===== src/source/xbar_consts.svh =====
// Segment crossbar sizing constants
// Physical TCAM block geometry, logical table limits and index widths
`ifndef XBAR_CONSTS_SVH
`define XBAR_CONSTS_SVH

// ========================================
// Physical blocks
// ========================================
`define XB_NUM_PMTS     8
`define XB_PMT_WIDTH    16
`define XB_PMT_DEPTH    8
`define XB_PMT_ADDR_W   3
`define XB_PMT_ID_W     3
// Block count of one table, 0 to 8
`define XB_PMT_CNT_W    4

// ========================================
// Logical tables
// ========================================
`define XB_NUM_LMTS     2
`define XB_LMT_WIDTH    32
`define XB_LMT_DEPTH    32
`define XB_LMT_ADDR_W   5

// Depth rows of the deepest table and the row index width
`define XB_MAX_ROWS     4
`define XB_ROW_W        2

`endif

===== src/source/xbar_pkg.sv =====
// Segment crossbar shared types
// Table configuration, request and response words, lane commands and search tag
`default_nettype none

`include "xbar_consts.svh"

package xbar_pkg;

    // One logical table, set up statically
    typedef struct packed {
        logic [`XB_PMT_ID_W-1:0]  first_pmt;
        logic [`XB_PMT_CNT_W-1:0] pmt_count;
        logic                     width_gear;
        logic [1:0]               depth_gear;
    } lmt_cfg_t;

    typedef enum logic {
        REQ_WRITE  = 1'b0,
        REQ_SEARCH = 1'b1
    } req_op_t;

    // Care bit set means the data bit takes part in the compare
    typedef struct packed {
        logic [`XB_LMT_WIDTH-1:0] data;
        logic [`XB_LMT_WIDTH-1:0] care;
    } wr_view_t;

    typedef struct packed {
        logic [`XB_LMT_WIDTH-1:0] key;
        logic [`XB_LMT_WIDTH-1:0] reserved;
    } srch_view_t;

    // Same 64 bits, read as write data or as search key by op
    typedef union packed {
        wr_view_t   wr;
        srch_view_t srch;
    } req_payload_u;

    typedef struct packed {
        req_op_t                          op;
        logic [$clog2(`XB_NUM_LMTS)-1:0]  lmt;
        logic [`XB_LMT_ADDR_W-1:0]        addr;
        req_payload_u                     payload;
    } xbar_req_t;

    // Command for one physical block
    typedef struct packed {
        logic                      wr_en;
        logic                      srch_en;
        logic [`XB_PMT_ADDR_W-1:0] addr;
        logic [`XB_PMT_WIDTH-1:0]  data;
        logic [`XB_PMT_WIDTH-1:0]  care;
    } lane_cmd_t;

    // Travels beside the lanes so the result stage knows the table shape
    typedef struct packed {
        logic                             valid;
        logic [$clog2(`XB_NUM_LMTS)-1:0]  lmt;
        logic [`XB_PMT_ID_W-1:0]          first_pmt;
        logic                             width_gear;
        logic [1:0]                       depth_gear;
        logic [`XB_NUM_PMTS-1:0]          member;
    } srch_tag_t;

    typedef struct packed {
        logic [$clog2(`XB_NUM_LMTS)-1:0]  lmt;
        logic                             found;
        logic [`XB_LMT_ADDR_W-1:0]        match_addr;
        logic [`XB_LMT_DEPTH-1:0]         matchlines;
    } xbar_resp_t;

endpackage

`default_nettype wire


===== src/source/segment_crossbar.sv =====
// Segment crossbar top level
// Request port feeds decode, the command register and eight TCAM blocks;
// their matchlines are merged into one response per search
`timescale 1ns/1ns
`default_nettype none

`include "xbar_consts.svh"

module segment_crossbar (
    input  logic                                   clk,
    input  logic                                   rst_n,
    input  xbar_pkg::lmt_cfg_t [`XB_NUM_LMTS-1:0]  cfg,
    input  xbar_pkg::xbar_req_t                    req,
    input  logic                                   req_valid,
    output logic                                   req_ready,
    output xbar_pkg::xbar_resp_t                   resp,
    output logic                                   resp_valid,
    input  logic                                   resp_ready
);

    logic                                       advance;
    logic                                       req_fire;
    xbar_pkg::lane_cmd_t [`XB_NUM_PMTS-1:0]     dec_lanes;
    xbar_pkg::srch_tag_t                        dec_tag;
    xbar_pkg::lane_cmd_t [`XB_NUM_PMTS-1:0]     exe_lanes;
    xbar_pkg::srch_tag_t                        exe_tag;
    logic [`XB_NUM_PMTS-1:0][`XB_PMT_DEPTH-1:0] pmt_ml;

    assign req_ready = advance;
    assign req_fire  = req_valid && advance;

    // ========================================
    // Decode
    // ========================================
    lane_decode u_decode (
        .req      (req),
        .req_fire (req_fire),
        .cfg      (cfg),
        .lanes    (dec_lanes),
        .tag      (dec_tag)
    );

    // ========================================
    // Execute
    // ========================================
    route_execute u_execute (
        .clk      (clk),
        .rst_n    (rst_n),
        .advance  (advance),
        .lanes_in (dec_lanes),
        .tag_in   (dec_tag),
        .lanes    (exe_lanes),
        .tag      (exe_tag)
    );

    for (genvar b = 0; b < `XB_NUM_PMTS; b++) begin : g_pmt
        tcam_block u_pmt (
            .clk       (clk),
            .rst_n     (rst_n),
            .advance   (advance),
            .cmd       (exe_lanes[b]),
            .matchline (pmt_ml[b])
        );
    end

    // ========================================
    // Result
    // ========================================
    match_result u_result (
        .clk        (clk),
        .rst_n      (rst_n),
        .matchlines (pmt_ml),
        .tag_in     (exe_tag),
        .resp_ready (resp_ready),
        .advance    (advance),
        .resp       (resp),
        .resp_valid (resp_valid)
    );

endmodule

`default_nettype wire


===== src/source/match_result.sv =====
// Segment crossbar result stage
// Mask-ANDs block matchlines across each row, combines the rows into one
// logical matchline, picks the lowest hit and registers the response
`timescale 1ns/1ns
`default_nettype none

`include "xbar_consts.svh"

module match_result (
    input  logic                                       clk,
    input  logic                                       rst_n,
    input  logic [`XB_NUM_PMTS-1:0][`XB_PMT_DEPTH-1:0] matchlines,
    input  xbar_pkg::srch_tag_t                        tag_in,
    input  logic                                       resp_ready,
    output logic                                       advance,
    output xbar_pkg::xbar_resp_t                       resp,
    output logic                                       resp_valid
);

    localparam int ID_W   = `XB_PMT_ID_W;
    localparam int ADDR_W = `XB_LMT_ADDR_W;

    xbar_pkg::srch_tag_t                         tag_q;
    logic                                        tag_valid_q;
    logic [`XB_MAX_ROWS-1:0][`XB_PMT_DEPTH-1:0]  row_ml;
    logic [`XB_LMT_DEPTH-1:0]                    lmt_ml;
    logic                                        found;
    logic [ADDR_W-1:0]                           first_hit;
    xbar_pkg::xbar_resp_t                        resp_q;
    logic                                        resp_valid_q;

    // Whole pipeline stalls only on a held response
    assign advance = !(resp_valid_q && !resp_ready);

    // ========================================
    // Tag copy aligned with block matchlines
    // ========================================
    always_ff @(posedge clk or negedge rst_n) begin
        if (!rst_n) begin
            tag_valid_q <= 1'b0;
        end else if (advance) begin
            tag_valid_q <= tag_in.valid;
        end
    end

    always_ff @(posedge clk) begin
        if (advance) begin
            tag_q <= tag_in;
        end
    end

    // ========================================
    // Mask-AND and combine
    // ========================================
    always_comb begin
        logic [ID_W-1:0]      rel;
        logic [`XB_ROW_W-1:0] row;
        row_ml = '1;
        for (int b = 0; b < `XB_NUM_PMTS; b++) begin
            rel = ID_W'(b) - tag_q.first_pmt;
            row = tag_q.width_gear ? rel[`XB_ROW_W:1] : rel[`XB_ROW_W-1:0];
            if (tag_q.member[b]) begin
                row_ml[row] = row_ml[row] & matchlines[b];
            end
        end
        // Rows past the table depth hold no entries
        for (int r = 0; r < `XB_MAX_ROWS; r++) begin
            lmt_ml[r*`XB_PMT_DEPTH +: `XB_PMT_DEPTH] =
                (r < (1 << tag_q.depth_gear)) ? row_ml[r] : '0;
        end
    end

    // Lowest index wins
    always_comb begin
        found     = |lmt_ml;
        first_hit = '0;
        for (int e = `XB_LMT_DEPTH - 1; e >= 0; e--) begin
            if (lmt_ml[e]) begin
                first_hit = ADDR_W'(e);
            end
        end
    end

    // ========================================
    // Response register
    // ========================================
    always_ff @(posedge clk or negedge rst_n) begin
        if (!rst_n) begin
            resp_valid_q <= 1'b0;
        end else if (advance) begin
            resp_valid_q <= tag_valid_q;
        end
    end

    always_ff @(posedge clk) begin
        if (advance) begin
            resp_q.lmt        <= tag_q.lmt;
            resp_q.found      <= found;
            resp_q.match_addr <= first_hit;
            resp_q.matchlines <= lmt_ml;
        end
    end

    assign resp       = resp_q;
    assign resp_valid = resp_valid_q;

    resp_held: assert property (
        @(posedge clk) disable iff (!rst_n)
        resp_valid_q && !resp_ready |=> resp_valid_q && $stable(resp_q)
    ) else $error("response changed while stalled");

endmodule

`default_nettype wire


===== src/source/route_execute.sv =====
// Segment crossbar command pipeline register
// Holds the lane commands and the search tag between decode and the blocks,
// loading on advance and holding while the response port is stalled
`timescale 1ns/1ns
`default_nettype none

`include "xbar_consts.svh"

module route_execute (
    input  logic                                   clk,
    input  logic                                   rst_n,
    input  logic                                   advance,
    input  xbar_pkg::lane_cmd_t [`XB_NUM_PMTS-1:0] lanes_in,
    input  xbar_pkg::srch_tag_t                    tag_in,
    output xbar_pkg::lane_cmd_t [`XB_NUM_PMTS-1:0] lanes,
    output xbar_pkg::srch_tag_t                    tag
);

    // ========================================
    // Control state
    // ========================================
    logic [`XB_NUM_PMTS-1:0] wr_en_q;
    logic [`XB_NUM_PMTS-1:0] srch_en_q;
    logic                    tag_valid_q;

    always_ff @(posedge clk or negedge rst_n) begin
        if (!rst_n) begin
            wr_en_q     <= '0;
            srch_en_q   <= '0;
            tag_valid_q <= 1'b0;
        end else if (advance) begin
            for (int b = 0; b < `XB_NUM_PMTS; b++) begin
                wr_en_q[b]   <= lanes_in[b].wr_en;
                srch_en_q[b] <= lanes_in[b].srch_en;
            end
            tag_valid_q <= tag_in.valid;
        end
    end

    // ========================================
    // Payload
    // ========================================
    xbar_pkg::lane_cmd_t [`XB_NUM_PMTS-1:0] lane_q;
    xbar_pkg::srch_tag_t                    tag_q;

    always_ff @(posedge clk) begin
        if (advance) begin
            lane_q <= lanes_in;
            tag_q  <= tag_in;
        end
    end

    // Enables and valid come from the reset copies
    always_comb begin
        for (int b = 0; b < `XB_NUM_PMTS; b++) begin
            lanes[b]         = lane_q[b];
            lanes[b].wr_en   = wr_en_q[b];
            lanes[b].srch_en = srch_en_q[b];
        end
        tag       = tag_q;
        tag.valid = tag_valid_q;
    end

    // A block never gets a write and a search in the same slot
    lane_op_exclusive: assert property (
        @(posedge clk) disable iff (!rst_n)
        (wr_en_q & srch_en_q) == '0
    ) else $error("lane with write and search enabled together");

    // A search tag always comes with at least one searching block
    tag_has_lanes: assert property (
        @(posedge clk) disable iff (!rst_n)
        tag_valid_q |-> (|srch_en_q)
    ) else $error("search tag without any search lane");

endmodule

`default_nettype wire


===== src/source/lane_decode.sv =====
// Segment crossbar decode stage
// Splits a request into per-block lane commands (partition, select, spread)
// and builds the search tag for the result stage
`timescale 1ns/1ns
`default_nettype none

`include "xbar_consts.svh"

module lane_decode (
    input  xbar_pkg::xbar_req_t                    req,
    input  logic                                   req_fire,
    input  xbar_pkg::lmt_cfg_t [`XB_NUM_LMTS-1:0]  cfg,
    output xbar_pkg::lane_cmd_t [`XB_NUM_PMTS-1:0] lanes,
    output xbar_pkg::srch_tag_t                    tag
);

    localparam int ID_W   = `XB_PMT_ID_W;
    localparam int SPAN_W = `XB_PMT_ID_W + 2;

    xbar_pkg::lmt_cfg_t      sel;
    logic [SPAN_W-1:0]       span_end;
    logic [`XB_NUM_PMTS-1:0] member;

    assign sel      = cfg[req.lmt];
    assign span_end = {2'b00, sel.first_pmt} + {1'b0, sel.pmt_count};

    // Blocks first_pmt .. first_pmt+count-1 belong to the table
    always_comb begin
        for (int b = 0; b < `XB_NUM_PMTS; b++) begin
            member[b] = (SPAN_W'(b) >= {2'b00, sel.first_pmt}) && (SPAN_W'(b) < span_end);
        end
    end

    always_comb begin
        logic [ID_W-1:0]      rel;
        logic                 col;
        logic [`XB_ROW_W-1:0] row;
        for (int b = 0; b < `XB_NUM_PMTS; b++) begin
            rel = ID_W'(b) - sel.first_pmt;
            // Two-wide tables interleave columns, so bit 0 is the column
            col = sel.width_gear & rel[0];
            row = sel.width_gear ? rel[`XB_ROW_W:1] : rel[`XB_ROW_W-1:0];
            lanes[b] = '0;
            if (req_fire && member[b]) begin
                if (req.op == xbar_pkg::REQ_WRITE) begin
                    // Only the row that holds the address takes the write
                    lanes[b].wr_en = (row == req.addr[`XB_LMT_ADDR_W-1:`XB_PMT_ADDR_W]);
                    lanes[b].addr  = req.addr[`XB_PMT_ADDR_W-1:0];
                    lanes[b].data  = req.payload.wr.data[col*`XB_PMT_WIDTH +: `XB_PMT_WIDTH];
                    lanes[b].care  = req.payload.wr.care[col*`XB_PMT_WIDTH +: `XB_PMT_WIDTH];
                end else begin
                    lanes[b].srch_en = 1'b1;
                    lanes[b].data    = req.payload.srch.key[col*`XB_PMT_WIDTH +: `XB_PMT_WIDTH];
                    lanes[b].care    = '1;
                end
            end
        end
    end

    always_comb begin
        tag            = '0;
        tag.valid      = req_fire && (req.op == xbar_pkg::REQ_SEARCH);
        tag.lmt        = req.lmt;
        tag.first_pmt  = sel.first_pmt;
        tag.width_gear = sel.width_gear;
        tag.depth_gear = sel.depth_gear;
        tag.member     = member;
    end

    // Table must lie inside the pool and match its gears
    always_comb begin
        if (req_fire) begin
            cfg_fits: assert final (span_end <= SPAN_W'(`XB_NUM_PMTS) &&
                {1'b0, sel.pmt_count} == (SPAN_W'(1) << (sel.width_gear + sel.depth_gear)))
            else $error("table %0d does not fit the block pool", req.lmt);
        end
    end

endmodule

`default_nettype wire


===== src/source/tcam_block.sv =====
// Physical ternary match block
// Eight entries of value, care mask and valid bit; writes on wr_en and
// registers one matchline bit per entry on srch_en
`timescale 1ns/1ns
`default_nettype none

`include "xbar_consts.svh"

module tcam_block (
    input  logic                      clk,
    input  logic                      rst_n,
    input  logic                      advance,
    input  xbar_pkg::lane_cmd_t       cmd,
    output logic [`XB_PMT_DEPTH-1:0]  matchline
);

    logic [`XB_PMT_WIDTH-1:0] value_q [`XB_PMT_DEPTH];
    logic [`XB_PMT_WIDTH-1:0] care_q  [`XB_PMT_DEPTH];
    logic [`XB_PMT_DEPTH-1:0] valid_q;
    logic [`XB_PMT_DEPTH-1:0] hit;
    logic [`XB_PMT_DEPTH-1:0] ml_q;
    logic                     wr_take;

    // Command is consumed once, on the edge where the pipeline moves
    assign wr_take = cmd.wr_en && advance;

    always_ff @(posedge clk or negedge rst_n) begin
        if (!rst_n) begin
            valid_q <= '0;
        end else if (wr_take) begin
            valid_q[cmd.addr] <= 1'b1;
        end
    end

    always_ff @(posedge clk) begin
        if (wr_take) begin
            value_q[cmd.addr] <= cmd.data;
            care_q[cmd.addr]  <= cmd.care;
        end
    end

    // Entry hits when every cared bit equals the key
    always_comb begin
        for (int e = 0; e < `XB_PMT_DEPTH; e++) begin
            hit[e] = valid_q[e] && (((value_q[e] ^ cmd.data) & care_q[e]) == '0);
        end
    end

    always_ff @(posedge clk) begin
        if (advance) begin
            ml_q <= cmd.srch_en ? hit : '0;
        end
    end

    assign matchline = ml_q;

endmodule

`default_nettype wire


===== config.mk =====
export PLATFORM = sky130hd
export DESIGN_NAME = segment_crossbar
export DESIGN_NICKNAME = d
export VERILOG_FILES = /design/src/source/xbar_pkg.sv /design/src/source/segment_crossbar.sv /design/src/source/match_result.sv /design/src/source/route_execute.sv /design/src/source/lane_decode.sv /design/src/source/tcam_block.sv
export VERILOG_INCLUDE_DIRS = /design/src /design/src/source
export SDC_FILE = /design/constraint.sdc
export NUM_CORES = 2
export LEC_CHECK = 0
export BUFFER_PORTS_ARGS = -buffer_cell sky130_fd_sc_hd__buf_4
export CAP_MARGIN = 20
export CORE_MARGIN = 4
export CORE_UTILIZATION = 42
export DETAILED_ROUTE_END_ITERATION = 12
export SYNTH_ARGS = -nofsm -noshare
export SYNTH_HDL_FRONTEND = slang
export SYNTH_SLANG_ARGS = --single-unit
export TNS_END_PERCENT = 20

===== constraint.sdc =====
create_clock -name clk -period 19.4 [get_ports clk]
set_clock_uncertainty 0.05 [all_clocks]
set_input_delay 1.94 -clock clk [delete_from_list [all_inputs] [get_ports clk]]
set_output_delay 1.94 -clock clk [all_outputs]
set_load 0.05 [all_outputs]

# Yosys cells after proc, flatten, opt, wreduce, memory -nomap -nowiden

Memories as Yosys holds them, arrays and structs flattened.
Cells that the tools add are included.

Register bits: 496
Latch bits: 0
Memories kept: 16
Input port bits: 95
Bits in writable memories: 2048
Bits in read-only memories: 0
Logic and storage cells: 662

Muxes and demuxes: 158
Reduce and logical (&&, ||, !) cells: 177
Divide/modulo/power cells: 0
Add/subtract/negate cells: 17
Magnitude comparators: 52
Eq/ne operators: 8
Shifts and indexed selects: 17
Multipliers: 0
Bitwise gates (word level): 154

Memory list:

| name                   | depth | bits a word | rd ports | clocked after Yosys merged registers in | write ports | line             | text |
|---|---|---|---|---|---|---|---|
| g_pmt[0].u_pmt.care_q  | 8     | 16          | 8        | 0                                       | 1           | tcam_block.sv:18 | `` logic [`XB_PMT_WIDTH-1:0] care_q [`XB_PMT_DEPTH]; `` |
| g_pmt[0].u_pmt.value_q | 8     | 16          | 8        | 0                                       | 1           | tcam_block.sv:17 | `` logic [`XB_PMT_WIDTH-1:0] value_q [`XB_PMT_DEPTH]; `` |
| g_pmt[1].u_pmt.care_q  | 8     | 16          | 8        | 0                                       | 1           | tcam_block.sv:18 |  |
| g_pmt[1].u_pmt.value_q | 8     | 16          | 8        | 0                                       | 1           | tcam_block.sv:17 |  |
| g_pmt[2].u_pmt.care_q  | 8     | 16          | 8        | 0                                       | 1           | tcam_block.sv:18 |  |
| g_pmt[2].u_pmt.value_q | 8     | 16          | 8        | 0                                       | 1           | tcam_block.sv:17 |  |
| 10 more memories       | -     | -           | -        | -                                       | -           | -                |  |

Operators by type and width:

| cell                                                | count |
|---|---|
| AND 16 bit                                          | 64 |
| zero test 16 bit                                    | 64 |
| XOR 16 bit                                          | 64 |
| indexed part select 32 x 6 -> 16 bit                | 16 |
| two-way mux 37 bit                                  | 8 |
| two-way mux 32 bit                                  | 8 |
| bitwise mux 32 bit                                  | 7 |
| two-way mux 8 bit                                   | 20 |
| binary-select mux 8 bit (select 2 bit)              | 8 |
| demux 8 bit (select 2 bit)                          | 8 |
| two-way mux 16 bit                                  | 8 |
| logical AND 1 bit                                   | 106 |
| two-way mux 5 bit                                   | 16 |
| AND 8 bit                                           | 8 |
| < comparator 3 x 32 -> 1 bit (first input constant) | 2 |
| OR 8 bit                                            | 8 |
| two-way mux 2 bit                                   | 18 |
| two-way mux 1 bit                                   | 34 |
| < comparator 1 x 32 -> 1 bit (first input constant) | 1 |
| < comparator 2 x 32 -> 1 bit (first input constant) | 1 |
| < comparator 3 x 4 -> 1 bit (second input constant) | 8 |
| two-way mux 4 bit                                   | 8 |
| NOT 32 bit                                          | 1 |
| OR 32 bit                                           | 1 |
| other kinds (26)                                    | 96 |

# Logic depth before layout (Yosys ltp)

Depth in word-level cells: 76
Mapped depth: 19

# By module

A second synthesis with hierarchy kept.

Cells, all modules: 5949
Area, all modules: 100385.0 µm²

Modules (own cells, without submodules):

| module                           | cells an instance | sequential area each (µm²) | area each (µm²) | instances |
|---|---|---|---|---|
| tcam_block at g_pmt[1].u_pmt ... | 526               | 8127.8                     | 10123.5         | 3 |
| tcam_block at g_pmt[5].u_pmt ... | 526               | 8127.8                     | 10122.2         | 2 |
| tcam_block at g_pmt[7].u_pmt     | 526               | 8127.8                     | 10128.5         | 1 |
| tcam_block at g_pmt[0].u_pmt     | 526               | 8127.8                     | 10126.0         | 1 |
| tcam_block at g_pmt[4].u_pmt     | 526               | 8127.8                     | 10124.7         | 1 |
| route_execute                    | 332               | 9283.9                     | 9551.7          | 1 |
| match_result                     | 845               | 1671.6                     | 6621.4          | 1 |
| lane_decode                      | 563               | 0.0                        | 3211.8          | 1 |
| segment_crossbar                 | 1                 | 0.0                        | 6.3             | 1 |

# Worst setup path after synthesis

Ideal clock, no wire load.

Path type: input port to flip-flop
Start point: in resp_ready
End point: mem g_pmt[1].u_pmt.care_q[1][0] (netlist bit) (enable)
Required time: 18.888 ns
Path slack: 0.544 ns
Data arrival time: 18.344 ns
Stages on the path: 6
Cell sequence: nor2b_1 > clkbuf_1 > inv_1 > clkbuf_1 > nand3_1 > nor3_1

Longest elaborated chain between the ends: 6

RTL lines:

| element                                 | line                   | text |
|---|---|---|
| from (decl)                             | segment_crossbar.sv:18 | `input logic resp_ready` |
| zero test 1 bit                         | match_result.sv:33     | `assign advance = !(resp_valid_q && !resp_ready);` |
| logical AND 1 bit                       | match_result.sv:33     |  |
| zero test 1 bit                         | match_result.sv:33     |  |
| net req_ready                           | segment_crossbar.sv:15 | `output logic req_ready,` |
| logical AND 1 bit                       | tcam_block.sv:25       | `assign wr_take = cmd.wr_en && advance;` |
| two-way mux 1 bit                       | tcam_block.sv:36       | `if (wr_take) begin` |
| two-way mux 1 bit (not written as such) | tcam_block.sv:38       | `care_q[cmd.addr] <= cmd.care;` |
| to (decl)                               | tcam_block.sv:18       |  |

The timed path passes the listed nets, and every way through them passes these cells.

==> metrics.yaml <==
synthesis:
  yosys-top-cells-area: "edfxtp_1 75%, xor2_1 9.2%, dfrtp_1 2.1%"
  synth_most_common_cell: "edfxtp_1"
  postSynthCellCount: 5838
  syn_area_per_cell_um2: 16.9
  synth_ff_type: "edfxtp_1"
  synth_common_cells: "2461 x edfxtp_1, 1034 x xor2_1, 436 x nor2_1"
  syn-num-nets: 5949
  synth-async-reset-ratio_pct: 3.26
  synth_area_um2: 98900
  ys_seq_elements: 2544
  ys_types: 102
  synth_top_area_share_pct: 74.8
  synth_seq_area_share_pct: 76.9
  synth_edf_count: 2461
  ys_warn_count: 0
  yosysTopAreaCell: "edfxtp_1"
floorplanning:
  fp.dieW_um: 493
  ios: 136
  fp.dieArea_um2: 243000
  initial_core_util_pct: 42.4
  core_area_um2: 233000
  rows: 177
  die_h_um: 493
sta:
  fin_crit_sh_pct: 29.2
  relSlewSlack_pct: 20.9
  setup_violations: 0
  hold_viol_final: 0
  worst_slew_pin_slew_ns: 1.16
  fmax_mhz: 177
  period_minus_slack_ns: 5.66
  maxSlewViolCount: 0
  tns_ns: 0
  rsz0062_at_grt: "false"
critical_path:
  reg2reg_from: "u_result.tag_q[12]"
  cp_cell_sequence: "buf_4 -> mux2i_1 -> inv_1 -> ha_1 -> fa_1 -> or4_1 -> a21oi_1 -> inv_1 -> o31a_1 -> nand2_1 -> buf_8 -> nor2_1"
  r2r_slack_ns: 14.28
  cpMostUsedCell: "inv_1"
  slowest_delay_ns: 0.79
  required_ns: 19.97
  start_kind: "primary input"
  crit_start: "req[69]"
  reg2reg_depth: 14
  cp-end-kind: "register"
  worstSetupPathType: "in2reg"
  cpMaxStageDelayCell: "mux2i_1"
  cp_max_fo: 20
  cp.arrival_ns: 6.22
routing:
  via_count: 53400
  wire_per_inst_um: 27.5
  ant_nets: 0
  vias_per_cell: 5.60
  drc_errors: 0
  dr.pass1.iters: 7
  drt_iter0_drc: 6106
  totalWireLength_um: 263000
clock_network:
  cts_tree: "done"
  cts_made_buffers: 281
  clk_pin_slew_worst_paths_ns: 0.06
  cts_root_buffer: "clkbuf_16"
  h-tree-depth: 5
  cts-resized-gates: 0
  clkSinkCount: 2544
  cts_hold_buf: 0
  cts_setup_buffers: 0
  clock_latency_ns: 0.91
  ctsLongestPathBuffers: 4
final_layout:
  design_area_um2: 114000
  nNetsFinal: 6320
  drive_gt1_share_pct: 14.0
  final_core_util_pct: 48.7
  syn_to_final_growth_pct: 14.9
global_route:
  grt_max_degree: 126
  use_met3_pct: 3.92
  grt_remaining_overflow: 0
  busiest_layer: "met2"
  antenna_found_initial: 18
  grt_pass1_vias: 50900
  track_usage_pct: 21.2
  grt_pass1_wl_um: 372000
  grtUsageMet2_pct: 31.6
  grt_use_met1_pct: 31.6
flow_run:
  cap_violations: 0
place:
  gp_congestion: 0.950
  place_area_um2: 105000
  dp_hpwl_um: 172000
  numPortBuffers: 135
hold_path:
  holdPathStages: 0
  hp-start: "u_execute.tag[14]"
  hp-class: "reg2reg"
run_status:
  outcome: "finished, final reports clean"
power_and_ir_drop:
  total_power_mw: 13.8
  power_density_nw_per_um2: 122
  leakage_nw: 40.5
  ir_drop_mv: 0.107
## flip-flops by register name (all words and copies together) (netlist names)
name                   cells
g_pmt.u_pmt.care_q      1024
g_pmt.u_pmt.value_q     1024
u_execute.lanes          280
g_pmt.u_pmt.matchline     64
g_pmt.u_pmt.valid_q       64
u_result.resp             39
u_execute.tag             15
u_result.tag_q            15
u_execute.srch_en_q        8
u_execute.wr_en_q          8
u_execute.tag_valid_q      1
u_result.resp_valid        1
u_result.tag_valid_q       1
## metal layers
metal / vias up / share of wire [%]
li1: 23200 / -
met5: - / 0.0049
met3: 431 / 7.6
met4: 2 / 3.1
met1: 27600 / 45
met2: 2169 / 45
## path summary, 6_finish.rpt
| path | endpoint |
|---|---|
| min in group asynchronous | g_pmt[1].u_pmt.valid_q[4] |
| max | u_execute.lanes[64] |
| min | u_result.tag_q[14] |
| max reg2reg | u_result.resp[34] |
| max in group asynchronous | g_pmt[4].u_pmt.valid_q[1] |
| min reg2reg | u_result.tag_q[14] |
## final cells by class
class	count	area, µm²
multi-input combinational	3027	22400
inverter	36	143
tap	3132	3920
timing repair buffer	319	2460
fill	19500	120000
sequential	2544	76000
clock inverter	106	997
antenna	6	15.0
clock buffer	373	7660
## stage by stage
stage          hold WS, ns  worst slack (ns)  std cells
2_1_floorplan        0.350             0.544       5838
3_3_place_gp         0.354             12.63       9050
3_5_place_dp         0.360             12.57       9052
4_1_cts              0.373             13.56       9531
5_1_grt              0.394             13.48       9538
6_report             0.372             13.74       9543
## critical path, delay by kind of cell
kind,cells,cell delay [ns]
buffers and inverters,4,0.96
AOI/OAI and AO/OA,2,0.60
adders and majority gates,2,0.77
muxes,1,0.79
and+or+nand+nor,3,1.14
## cells by family (layout without fill, tap and decap cells)
family	after synthesis	after routing	share of synthesized area, %
AND/OR/NAND/NOR	1052	1052	5.22
XOR/XNOR	1042	1042	9.23
AO/OA/AOI/OAI	873	873	6.93
adder cells (fa/ha/maj)	16	16	0.210
flip-flops	2544	2544	76.9
buffers and inverters	267	834	1.09
multiplexers	44	44	0.459
other	0	6	0
## power by group
part	switching [mW]	internal [mW]
Sequential	0.484	6.50
Clock	2.04	3.01
Combinational	1.23	0.586
## placed cells by master (no fill, tap or decap), types with 40 or more instances in the layout
master,instances
dfrtp_1,83
nand3_1,55
or2_2,67
nand2_1,149
nor2b_1,40
nand2b_1,45
clkbuf_1,70
nor2_4,50
clkbuf_16,287
nand4_1,102
a222oi_1,64
buf_4,311
a21oi_1,61
o21ai_0,41
a22o_1,72
a221oi_1,71
xor2_1,1034
a22oi_1,260
nor2_1,386
clkinv_1,41
a211oi_1,48
edfxtp_1,2461
(Power assumes the default switching activity.)
